### src/source/uart_dma_cfg.svh
`ifndef UART_DMA_CFG_SVH
`define UART_DMA_CFG_SVH

// ==================================================
// Serial link
// ==================================================
`define UART_CLOCK_FREQ    50_000_000
`define UART_BAUD_RATE     3_125_000
`define UART_CLKS_PER_BIT  (`UART_CLOCK_FREQ / `UART_BAUD_RATE)  // 16 here

// Memory geometry
`define UB_ADDR_W          9
`define UB_DATA_W          256   // 32 byte lanes
`define WT_ADDR_W          10
`define WT_DATA_W          64    // 8 byte lanes
`define INSTR_ADDR_W       5
`define INSTR_DATA_W       32

// Reply bytes back to host
`define REPLY_UB_ACK       8'hAA
`define REPLY_WT_ACK       8'hBB
`define REPLY_ERROR        8'hFF

`endif

### src/source/uart_dma_pkg.sv
`default_nettype none

package uart_dma_pkg;

    // ==================================================
    // Host command bytes
    // ==================================================
    typedef enum logic [7:0] {
        CMD_WRITE_UB    = 8'h01,  // Addr + len + payload
        CMD_WRITE_WT    = 8'h02,  // Addr + len + payload
        CMD_WRITE_INSTR = 8'h03,  // Addr + 4 bytes
        CMD_EXECUTE     = 8'h05,
        CMD_STATUS      = 8'h06
    } host_cmd_e;

    // Which memory the payload lands in
    typedef enum logic [1:0] {
        TGT_UB,
        TGT_WT,
        TGT_INSTR
    } mem_target_e;

    // Reply byte selector for the transmitter
    typedef enum logic [1:0] {
        RPL_UB_ACK,
        RPL_WT_ACK,
        RPL_ERROR,
        RPL_STATUS   // Live status inputs
    } reply_kind_e;

endpackage

`default_nettype wire

### src/source/host_cmd_decoder.sv
`timescale 1ns/10ps
`default_nettype none

module host_cmd_decoder (
    input  logic                      clk,
    input  logic                      rst,
    input  logic [7:0]                rx_data,
    input  logic                      rx_strobe,
    input  logic                      tx_busy,
    output logic                      pack_start,   // New transfer, target and addr valid
    output uart_dma_pkg::mem_target_e pack_target,
    output logic [15:0]               base_addr,
    output logic                      pack_strobe,
    output logic [7:0]                pack_byte,
    output logic                      pack_last,    // Final payload byte
    output logic                      reply_strobe,
    output uart_dma_pkg::reply_kind_e reply_kind,
    output logic                      start_execution
);

    import uart_dma_pkg::*;

    // ==================================================
    // Protocol states
    // ==================================================
    localparam logic [2:0] IDLE    = 3'd0;
    localparam logic [2:0] ADDR_HI = 3'd1;
    localparam logic [2:0] ADDR_LO = 3'd2;
    localparam logic [2:0] LEN_HI  = 3'd3;
    localparam logic [2:0] LEN_LO  = 3'd4;
    localparam logic [2:0] PAYLOAD = 3'd5;

    logic [2:0]  state;
    mem_target_e cmd_target;  // Target of the command being parsed
    logic [15:0] hdr_addr;    // Address still arriving
    logic [15:0] length;
    logic [15:0] count;       // Payload bytes taken so far

    always_ff @(posedge clk or posedge rst) begin
        if (rst) begin
            state           <= IDLE;
            cmd_target      <= TGT_UB;
            hdr_addr        <= '0;
            length          <= '0;
            count           <= '0;
            pack_target     <= TGT_UB;
            base_addr       <= '0;
            pack_byte       <= '0;
            reply_kind      <= RPL_ERROR;
            pack_start      <= 1'b0;
            pack_strobe     <= 1'b0;
            pack_last       <= 1'b0;
            reply_strobe    <= 1'b0;
            start_execution <= 1'b0;
        end else begin
            // Strobes last one cycle
            pack_start      <= 1'b0;
            pack_strobe     <= 1'b0;
            pack_last       <= 1'b0;
            reply_strobe    <= 1'b0;
            start_execution <= 1'b0;
            if (rx_strobe) begin
                case (state)
                    IDLE: begin
                        if (!tx_busy) begin  // Command dropped while a reply is going out
                            case (rx_data)
                                CMD_WRITE_UB: begin
                                    cmd_target <= TGT_UB;
                                    state      <= ADDR_HI;
                                end
                                CMD_WRITE_WT: begin
                                    cmd_target <= TGT_WT;
                                    state      <= ADDR_HI;
                                end
                                CMD_WRITE_INSTR: begin
                                    cmd_target <= TGT_INSTR;
                                    state      <= ADDR_HI;
                                end
                                CMD_EXECUTE: start_execution <= 1'b1;
                                CMD_STATUS: begin
                                    reply_strobe <= 1'b1;
                                    reply_kind   <= RPL_STATUS;
                                end
                                default: begin  // Unknown code
                                    reply_strobe <= 1'b1;
                                    reply_kind   <= RPL_ERROR;
                                end
                            endcase
                        end
                    end
                    ADDR_HI: begin
                        hdr_addr[15:8] <= rx_data;  // Big-endian header
                        state          <= ADDR_LO;
                    end
                    ADDR_LO: begin
                        hdr_addr[7:0] <= rx_data;
                        if (cmd_target == TGT_INSTR) begin
                            // No length field, always one 32-bit word
                            length      <= 16'd4;
                            count       <= '0;
                            pack_start  <= 1'b1;
                            pack_target <= cmd_target;
                            base_addr   <= {hdr_addr[15:8], rx_data};
                            state       <= PAYLOAD;
                        end else begin
                            state <= LEN_HI;
                        end
                    end
                    LEN_HI: begin
                        length[15:8] <= rx_data;
                        state        <= LEN_LO;
                    end
                    LEN_LO: begin
                        // Zero length behaves as one byte
                        length      <= ({length[15:8], rx_data} == 16'd0) ?
                                       16'd1 : {length[15:8], rx_data};
                        count       <= '0;
                        pack_start  <= 1'b1;
                        pack_target <= cmd_target;
                        base_addr   <= hdr_addr;
                        state       <= PAYLOAD;
                    end
                    PAYLOAD: begin
                        pack_strobe <= 1'b1;
                        pack_byte   <= rx_data;
                        count       <= count + 16'd1;
                        if (count + 16'd1 == length) begin
                            pack_last <= 1'b1;
                            state     <= IDLE;
                            // Instruction writes are silent
                            if (cmd_target != TGT_INSTR) begin
                                reply_strobe <= 1'b1;
                                reply_kind   <= (cmd_target == TGT_UB) ? RPL_UB_ACK : RPL_WT_ACK;
                            end
                        end
                    end
                    default: state <= IDLE;
                endcase
            end
        end
    end

endmodule

`default_nettype wire

### src/source/host_reply_tx.sv
`timescale 1ns/10ps
`default_nettype none
`include "uart_dma_cfg.svh"

module host_reply_tx (
    input  logic                      clk,
    input  logic                      rst,
    input  logic                      reply_strobe,
    input  uart_dma_pkg::reply_kind_e reply_kind,
    input  logic                      sys_busy,
    input  logic                      sys_done,
    input  logic                      vpu_busy,
    input  logic                      vpu_done,
    input  logic                      ub_busy,
    input  logic                      ub_done,
    input  logic                      halt_req,
    output logic                      uart_tx,   // Serial line to host
    output logic                      tx_busy    // Frame in flight
);

    import uart_dma_pkg::*;

    localparam int CPB = `UART_CLKS_PER_BIT;
    localparam int CW  = $clog2(CPB);

    logic [7:0]    reply_byte;
    logic [8:0]    frame;    // Data bits then stop bit, LSB goes next
    logic [CW-1:0] clk_cnt;
    logic [3:0]    bit_cnt;  // 0 start, 1..8 data, 9 stop

    // ==================================================
    // Reply byte select
    // ==================================================
    always_comb begin
        case (reply_kind)
            RPL_UB_ACK: reply_byte = `REPLY_UB_ACK;
            RPL_WT_ACK: reply_byte = `REPLY_WT_ACK;
            RPL_ERROR:  reply_byte = `REPLY_ERROR;
            default:    reply_byte = {halt_req, 1'b0, ub_done, ub_busy,
                                      vpu_done, vpu_busy, sys_done, sys_busy};
        endcase
    end

    // ==================================================
    // Serializer
    // ==================================================
    always_ff @(posedge clk or posedge rst) begin
        if (rst) begin
            uart_tx <= 1'b1;  // Line idles high
            tx_busy <= 1'b0;
            frame   <= '1;
            clk_cnt <= '0;
            bit_cnt <= '0;
        end else if (!tx_busy) begin
            if (reply_strobe) begin
                uart_tx <= 1'b0;  // Start bit right away
                tx_busy <= 1'b1;
                frame   <= {1'b1, reply_byte};
                clk_cnt <= '0;
                bit_cnt <= '0;
            end
        end else if (clk_cnt == CW'(CPB - 1)) begin
            clk_cnt <= '0;
            if (bit_cnt == 4'd9) begin
                tx_busy <= 1'b0;  // Stop bit done
            end else begin
                uart_tx <= frame[0];
                frame   <= {1'b1, frame[8:1]};
                bit_cnt <= bit_cnt + 1'b1;
            end
        end else begin
            clk_cnt <= clk_cnt + 1'b1;
        end
    end

endmodule

`default_nettype wire

### src/source/mem_word_packer.sv
`timescale 1ns/10ps
`default_nettype none
`include "uart_dma_cfg.svh"

module mem_word_packer (
    input  logic                          clk,
    input  logic                          rst,
    input  logic                          pack_start,
    input  uart_dma_pkg::mem_target_e     pack_target,
    input  logic [15:0]                   base_addr,
    input  logic                          pack_strobe,
    input  logic [7:0]                    pack_byte,
    input  logic                          pack_last,
    output logic                          ub_wr_en,
    output logic [`UB_ADDR_W-1:0]         ub_wr_addr,
    output logic [`UB_ADDR_W-1:0]         ub_wr_count,
    output logic [`UB_DATA_W-1:0]         ub_wr_data,
    output logic                          wt_wr_en,
    output logic [`WT_ADDR_W-1:0]         wt_wr_addr,
    output logic [`WT_DATA_W-1:0]         wt_wr_data,
    output logic                          instr_wr_en,
    output logic [`INSTR_ADDR_W-1:0]      instr_wr_addr,
    output logic [`INSTR_DATA_W-1:0]      instr_wr_data
);

    import uart_dma_pkg::*;

    localparam int UA = `UB_ADDR_W;
    localparam int LW = $clog2(`UB_DATA_W / 8);  // Lane index width

    logic [`UB_DATA_W-1:0] asm_word;   // Shared assembly register
    logic [`UB_DATA_W-1:0] next_word;  // asm_word with this byte merged
    logic [LW-1:0]         lane;
    logic [LW-1:0]         last_lane;
    logic [`WT_ADDR_W-1:0] word_cnt;   // Words written this command
    logic                  word_done;

    assign ub_wr_count = UA'(1);  // Always single-word bursts

    // ==================================================
    // Byte placement per target
    // ==================================================
    always_comb begin
        next_word = asm_word;
        if (pack_target == TGT_INSTR)
            next_word = {asm_word[`UB_DATA_W-9:0], pack_byte};  // Big-endian shift
        else
            next_word[{lane, 3'b000} +: 8] = pack_byte;         // Byte k in lane k
        case (pack_target)
            TGT_UB:  last_lane = LW'(`UB_DATA_W / 8 - 1);
            TGT_WT:  last_lane = LW'(`WT_DATA_W / 8 - 1);
            default: last_lane = LW'(`INSTR_DATA_W / 8 - 1);
        endcase
    end

    assign word_done = (lane == last_lane) || pack_last;

    always_ff @(posedge clk or posedge rst) begin
        if (rst) begin
            ub_wr_en    <= 1'b0;
            wt_wr_en    <= 1'b0;
            instr_wr_en <= 1'b0;
            lane        <= '0;
            word_cnt    <= '0;
        end else begin
            ub_wr_en    <= 1'b0;
            wt_wr_en    <= 1'b0;
            instr_wr_en <= 1'b0;
            if (pack_start) begin
                lane     <= '0;
                word_cnt <= '0;
            end else if (pack_strobe) begin
                if (word_done) begin
                    lane        <= '0;
                    word_cnt    <= word_cnt + 1'b1;
                    ub_wr_en    <= (pack_target == TGT_UB);
                    wt_wr_en    <= (pack_target == TGT_WT);
                    instr_wr_en <= (pack_target == TGT_INSTR);
                end else begin
                    lane <= lane + 1'b1;
                end
            end
        end
    end

    // Datapath, unused lanes stay zero
    always_ff @(posedge clk) begin
        if (pack_start)
            asm_word <= '0;
        else if (pack_strobe)
            asm_word <= word_done ? '0 : next_word;
        if (pack_strobe && word_done) begin
            ub_wr_addr    <= base_addr[UA-1:0] + word_cnt[UA-1:0];  // {bank bit, low byte}
            ub_wr_data    <= next_word;
            wt_wr_addr    <= base_addr[`WT_ADDR_W-1:0] + word_cnt;  // Wraps in 10 bits
            wt_wr_data    <= next_word[`WT_DATA_W-1:0];
            instr_wr_addr <= base_addr[`INSTR_ADDR_W-1:0];
            instr_wr_data <= next_word[`INSTR_DATA_W-1:0];
        end
    end

endmodule

`default_nettype wire

### src/source/uart_byte_rx.sv
`timescale 1ns/10ps
`default_nettype none
`include "uart_dma_cfg.svh"

module uart_byte_rx (
    input  logic       clk,
    input  logic       rst,
    input  logic       uart_rx,    // Serial line from host
    output logic [7:0] rx_data,    // Valid with rx_strobe
    output logic       rx_strobe   // One cycle per good byte
);

    localparam int CPB = `UART_CLKS_PER_BIT;
    localparam int CW  = $clog2(CPB);

    // FSM encoding
    localparam logic [1:0] S_IDLE  = 2'd0;
    localparam logic [1:0] S_START = 2'd1;
    localparam logic [1:0] S_DATA  = 2'd2;
    localparam logic [1:0] S_STOP  = 2'd3;

    logic [2:0]    line_sync;  // [1] synced line, [2] one cycle older
    logic          line;
    logic          fall;
    logic [1:0]    state;
    logic [CW-1:0] clk_cnt;
    logic [2:0]    bit_cnt;

    assign line = line_sync[1];
    assign fall = line_sync[2] & ~line_sync[1];  // Start bit edge

    always_ff @(posedge clk or posedge rst) begin
        if (rst) begin
            line_sync <= 3'b111;  // Idle line is high
            state     <= S_IDLE;
            clk_cnt   <= '0;
            bit_cnt   <= '0;
            rx_strobe <= 1'b0;
        end else begin
            line_sync <= {line_sync[1:0], uart_rx};
            rx_strobe <= 1'b0;
            case (state)
                S_IDLE: begin
                    clk_cnt <= '0;
                    if (fall) state <= S_START;
                end
                S_START: begin
                    if (clk_cnt == CW'(CPB / 2 - 1)) begin
                        clk_cnt <= '0;
                        bit_cnt <= '0;
                        state   <= line ? S_IDLE : S_DATA;  // Glitch goes back to idle
                    end else begin
                        clk_cnt <= clk_cnt + 1'b1;
                    end
                end
                S_DATA: begin
                    if (clk_cnt == CW'(CPB - 1)) begin
                        clk_cnt <= '0;
                        bit_cnt <= bit_cnt + 1'b1;
                        if (bit_cnt == 3'd7) state <= S_STOP;
                    end else begin
                        clk_cnt <= clk_cnt + 1'b1;
                    end
                end
                default: begin  // S_STOP
                    if (clk_cnt == CW'(CPB - 1)) begin
                        rx_strobe <= line;  // Low stop bit drops the byte
                        state     <= S_IDLE;
                    end else begin
                        clk_cnt <= clk_cnt + 1'b1;
                    end
                end
            endcase
        end
    end

    // LSB first, shifted in at each data bit center
    always_ff @(posedge clk) begin
        if (state == S_DATA && clk_cnt == CW'(CPB - 1))
            rx_data <= {line, rx_data[7:1]};
    end

endmodule

`default_nettype wire

### src/source/uart_dma_top.sv
`timescale 1ns/10ps
`default_nettype none
`include "uart_dma_cfg.svh"

module uart_dma_top (
    input  logic                     clk,
    input  logic                     rst,
    input  logic                     uart_rx,
    output logic                     uart_tx,
    // Unified buffer
    output logic                     ub_wr_en,
    output logic [`UB_ADDR_W-1:0]    ub_wr_addr,
    output logic [`UB_ADDR_W-1:0]    ub_wr_count,
    output logic [`UB_DATA_W-1:0]    ub_wr_data,
    // Weight memory
    output logic                     wt_wr_en,
    output logic [`WT_ADDR_W-1:0]    wt_wr_addr,
    output logic [`WT_DATA_W-1:0]    wt_wr_data,
    // Instruction buffer
    output logic                     instr_wr_en,
    output logic [`INSTR_ADDR_W-1:0] instr_wr_addr,
    output logic [`INSTR_DATA_W-1:0] instr_wr_data,
    output logic                     start_execution,
    // Status from the datapath
    input  logic                     sys_busy,
    input  logic                     sys_done,
    input  logic                     vpu_busy,
    input  logic                     vpu_done,
    input  logic                     ub_busy,
    input  logic                     ub_done,
    input  logic                     halt_req
);

    import uart_dma_pkg::*;

    logic [7:0]  rx_data;
    logic        rx_strobe;
    logic        tx_busy;
    logic        pack_start;
    mem_target_e pack_target;
    logic [15:0] base_addr;
    logic        pack_strobe;
    logic [7:0]  pack_byte;
    logic        pack_last;
    logic        reply_strobe;
    reply_kind_e reply_kind;

    // ==================================================
    // Receive, decode, pack, reply
    // ==================================================
    uart_byte_rx rx0 (
        .clk, .rst, .uart_rx,
        .rx_data, .rx_strobe
    );

    host_cmd_decoder dec0 (
        .clk, .rst, .rx_data, .rx_strobe, .tx_busy,
        .pack_start, .pack_target, .base_addr,
        .pack_strobe, .pack_byte, .pack_last,
        .reply_strobe, .reply_kind, .start_execution
    );

    mem_word_packer pack0 (
        .clk, .rst, .pack_start, .pack_target, .base_addr,
        .pack_strobe, .pack_byte, .pack_last,
        .ub_wr_en, .ub_wr_addr, .ub_wr_count, .ub_wr_data,
        .wt_wr_en, .wt_wr_addr, .wt_wr_data,
        .instr_wr_en, .instr_wr_addr, .instr_wr_data
    );

    host_reply_tx reply0 (
        .clk, .rst, .reply_strobe, .reply_kind,
        .sys_busy, .sys_done, .vpu_busy, .vpu_done,
        .ub_busy, .ub_done, .halt_req,
        .uart_tx, .tx_busy
    );

endmodule

`default_nettype wire

### config.mk
export PLATFORM = sky130hd
export DESIGN_NAME = uart_dma_top
export DESIGN_NICKNAME = d
export VERILOG_FILES = /design/src/source/uart_dma_pkg.sv /design/src/source/host_cmd_decoder.sv /design/src/source/host_reply_tx.sv /design/src/source/mem_word_packer.sv /design/src/source/uart_byte_rx.sv /design/src/source/uart_dma_top.sv
export VERILOG_INCLUDE_DIRS = /design/src /design/src/source
export SDC_FILE = /design/constraint.sdc
export NUM_CORES = 1
export LEC_CHECK = 0
export BUFFER_PORTS_ARGS = -buffer_cell sky130_fd_sc_hd__buf_2
export CORE_ASPECT_RATIO = 1.5
export CORE_MARGIN = 2
export CORE_UTILIZATION = 45
export CTS_BUF_LIST = sky130_fd_sc_hd__clkbuf_8
export CTS_CLUSTER_SIZE = 28
export DETAILED_ROUTE_END_ITERATION = 10
export PLACE_DENSITY = 0.64
export SLEW_MARGIN = 20
export SYNTH_ARGS = -nofsm -noshare
export SYNTH_HDL_FRONTEND = slang
export SYNTH_SLANG_ARGS = --single-unit
### constraint.sdc
create_clock -name clk -period 11.66 [get_ports clk]
set_clock_uncertainty 0.2 [all_clocks]
set_input_delay 2.332 -clock clk [delete_from_list [all_inputs] [get_ports clk]]
set_output_delay 2.332 -clock clk [all_outputs]
set_load 0.02 [all_outputs]
==> impl_metrics.env <==
export IMPL_status="finished, final reports clean"
export IMPL_clk_pin_slew_ns=0.06
export IMPL_gr_total_overflow=0
export IMPL_wirelength_mm=94.7
export IMPL_rsz0062_at_grt="no"
export IMPL_clkLatencyLatePin_ns=0.72
export IMPL_grt_pass1_vias=21900
export IMPL_post_cts_buffers=0
export IMPL_crit_required_ns=12.06
export IMPL_synthFlopType="edfxtp_1"
export IMPL_netlist_top_cells_count="nand2_1 (281), edfxtp_1 (279), a22o_1 (256), dfxtp_1 (256), nor2_1 (224)"
export IMPL_rows=115
export IMPL_cts_max_level=3
export IMPL_crit_path_max_fanout=31
export IMPL_track_usage=0.267
export IMPL_cts_root_buffer="clkbuf_8"
export IMPL_cts_max_path_buffers=3
export IMPL_drtAntennaViolNets=0
export IMPL_ctsResizeCount=0
export IMPL_dr_pass1_iters=5
export IMPL_finalNetCount=2995
export IMPL_finalCritPeriodShare=0.372
export IMPL_yosysWarnings=0
export IMPL_syn_avg_cell_area_um2=10.9
export IMPL_hp_class="flip-flop to flip-flop"
export IMPL_async_flop_share=0.187
export IMPL_netlist_cell_type_count=80
export IMPL_port_buffer_count=390
export IMPL_drv_slew=0
export IMPL_post_route_min_period_ns=4.33
export IMPL_grt_max_degree=143
export IMPL_synth_edf_count=279
export IMPL_start_util=0.455
export IMPL_pin_count=400
export IMPL_synth_seq_cells=658
export IMPL_die_w_um=214
export IMPL_hold_viol_final=0
export IMPL_power_mw=4.27
export IMPL_netlist_instances=2719
export IMPL_setup_viol=0
export IMPL_final_area_um2=33500
export IMPL_tightest_slew_ns=1.11
export IMPL_grt_busiest_layer="met2"
export IMPL_wl_per_cell_um=24.2
export IMPL_cts_sinks=658
export IMPL_gp_congestion=0.901
export IMPL_antenna_found_initial=3
export IMPL_placedCellCount=3731
export IMPL_finalNonFillerCells=3915
export IMPL_dr_total_vias=22700
export IMPL_cp_arrival_ns=4.74
export IMPL_die_area_um2=68300
export IMPL_synth_seq_area_share=0.558
export IMPL_grt_pass1_wl_mm=138
export IMPL_cts_tree="done"
export IMPL_drtIter0Drc=1880
export IMPL_critPathKind="flip-flop to flip-flop"
export IMPL_use_met1=0.308
export IMPL_met3_usage=0.0390
export IMPL_cts_hold_fix_buffers=0
export IMPL_endpoint_kind="flip-flop"
export IMPL_area_delta_synth_final_pct=12.5
export IMPL_dieHeight_um=319
export IMPL_dpl_cell_area_um2=31600
export IMPL_met2_usage=0.462
export IMPL_drc_errors=0
export IMPL_viasPerCell=5.79
export IMPL_numCtsBuffers=97
export IMPL_yosys_top_cells_area="edfxtp_1 (28%), dfxtp_1 (17%), dfrtp_1 (9.2%)"
export IMPL_core_area_um2=65500
export IMPL_worst_ir_drop_vdd_v=0.0000948
export IMPL_synth_most_common_cell="nand2_1"
export IMPL_max_freq_mhz=231
export IMPL_synth_top_area_share=0.281
export IMPL_power_density_nw_per_um2=128
export IMPL_synth_top_area_cell="edfxtp_1"
export IMPL_leakage_nw=12.8
export IMPL_syn_area_um2=29800
export IMPL_dp_hpwl_mm=66.6
export IMPL_finalSetupTns_ns=0
export IMPL_max_cap_viol_count=0
export IMPL_start_kind="flip-flop"
export IMPL_layout_drive_gt1_share=0.209
export IMPL_slew_limit_headroom=0.256
where the power goes:
part / switching (mW) / internal [mW] / leakage, nW
clock network: 0.916 / 0.876 / 1.07
registers: 0.00950 / 2.40 / 5.67
logic: 0.0482 / 0.0267 / 6.06
cell families after synthesis:
kind of cell	synth area share
AO/OA/AOI/OAI	0.166
AND/OR/NAND/NOR	0.110
flip-flops	0.558
buffers and inverters	0.0579
multiplexers	0.0825
XOR/XNOR	0.0127
adder cells (fa/ha/maj)	0.0129
other	0.000252
per-stage QoR:
stage	util	hold slack, ns	setup WS [ns]
final	0.511	0.157	7.33
after global routing	0.511	0.159	7.14
after CTS	0.510	0.158	7.31
after detailed placement	0.482	0.149	7.33
after global placement	0.482	0.149	7.37
after floorplan	-	0.145	2.90
area by class of cell:
type	count	area, um2
Sequential cell	658	16600
Clock buffer	105	1450
Antenna cell	1	2.50
Timing Repair Buffer	424	2250
Multi-Input combinational cell	1737	11600
Fill cell	5894	32000
Inverter	37	149
Clock inverter	76	377
Tap cell	877	1100
worst max-delay path, stage by stage (launching register included):
cell,delay (ns)
dfrtp_1,0.71
inv_1,0.27
ha_1,0.40
xor2_2,0.19
buf_4,0.25
nor3_1,0.63
nor2b_1,0.94
mux2i_1,0.27
o21ai_1,0.11
a22o_1,0.24
path summary, 6_finish.rpt:
path / start / end / slack [ns] / cells after the start
min in group asynchronous: rst / dec0.base_addr[2] / 1.55 / 2
worst min register to register: rx0.line_sync[0] / rx0.line_sync[1] / 0.16 / 0
worst max register to register: pack0.lane[0] / pack0.asm_word[229] / 7.33 / 9
worst min-delay path: rx0.line_sync[0] / rx0.line_sync[1] / 0.16 / 0
max in group asynchronous: rst / reply0.bit_cnt[3] / 8.31 / 3
worst max-delay path: pack0.lane[0] / pack0.asm_word[229] / 7.33 / 9
routing by layer:
metal | wire (um) | up-vias | share of wire
li1 | - | 10300 | -
met1 | 35700 | 11200 | 0.38
met2 | 47000 | 983 | 0.50
met3 | 5490 | 260 | 0.058
met4 | 6570 | 2 | 0.069
met5 | 10 | - | 0.00011
state kept, by name (all words and copies together) (netlist names), 4 cells and up:
| register | cells |
|---|---|
| dec0.pack_byte | 8 |
| rx0.clk_cnt | 4 |
| dec0.hdr_addr | 10 |
| pack0.instr_wr_addr | 5 |
| reply0.clk_cnt | 4 |
| rx0.rx_data | 8 |
| pack0.ub_wr_data | 193 |
| dec0.length | 16 |
| pack0.lane | 5 |
| pack0.wt_wr_addr | 10 |
| dec0.base_addr | 10 |
| pack0.asm_word | 256 |
| pack0.instr_wr_data | 31 |
| reply0.frame | 8 |
| dec0.count | 16 |
| pack0.word_cnt | 10 |
| reply0.bit_cnt | 4 |
| pack0.wt_wr_data | 32 |
placed cells by master (no fill, tap or decap), drive strengths merged, types with 12 or more instances in the layout:
| cell type | instances |
|---|---|
| a21oi | 121 |
| a22o | 256 |
| and2 | 38 |
| and3 | 24 |
| buf | 424 |
| clkbuf | 105 |
| clkinv | 30 |
| dfrtp | 110 |
| dfstp | 13 |
| dfxtp | 256 |
| edfxtp | 279 |
| ha | 29 |
| inv | 76 |
| mux2 | 26 |
| mux2i | 216 |
| nand2 | 281 |
| nand2b | 12 |
| nand3 | 21 |
| nand4 | 20 |
| nor2 | 236 |
| nor2b | 14 |
| nor3 | 16 |
| o211ai | 33 |
| o21a | 30 |
| o21ai | 203 |
| o31ai | 16 |
| xnor2 | 26 |
| xor2 | 17 |
Power figures use the tool's default switching activity.
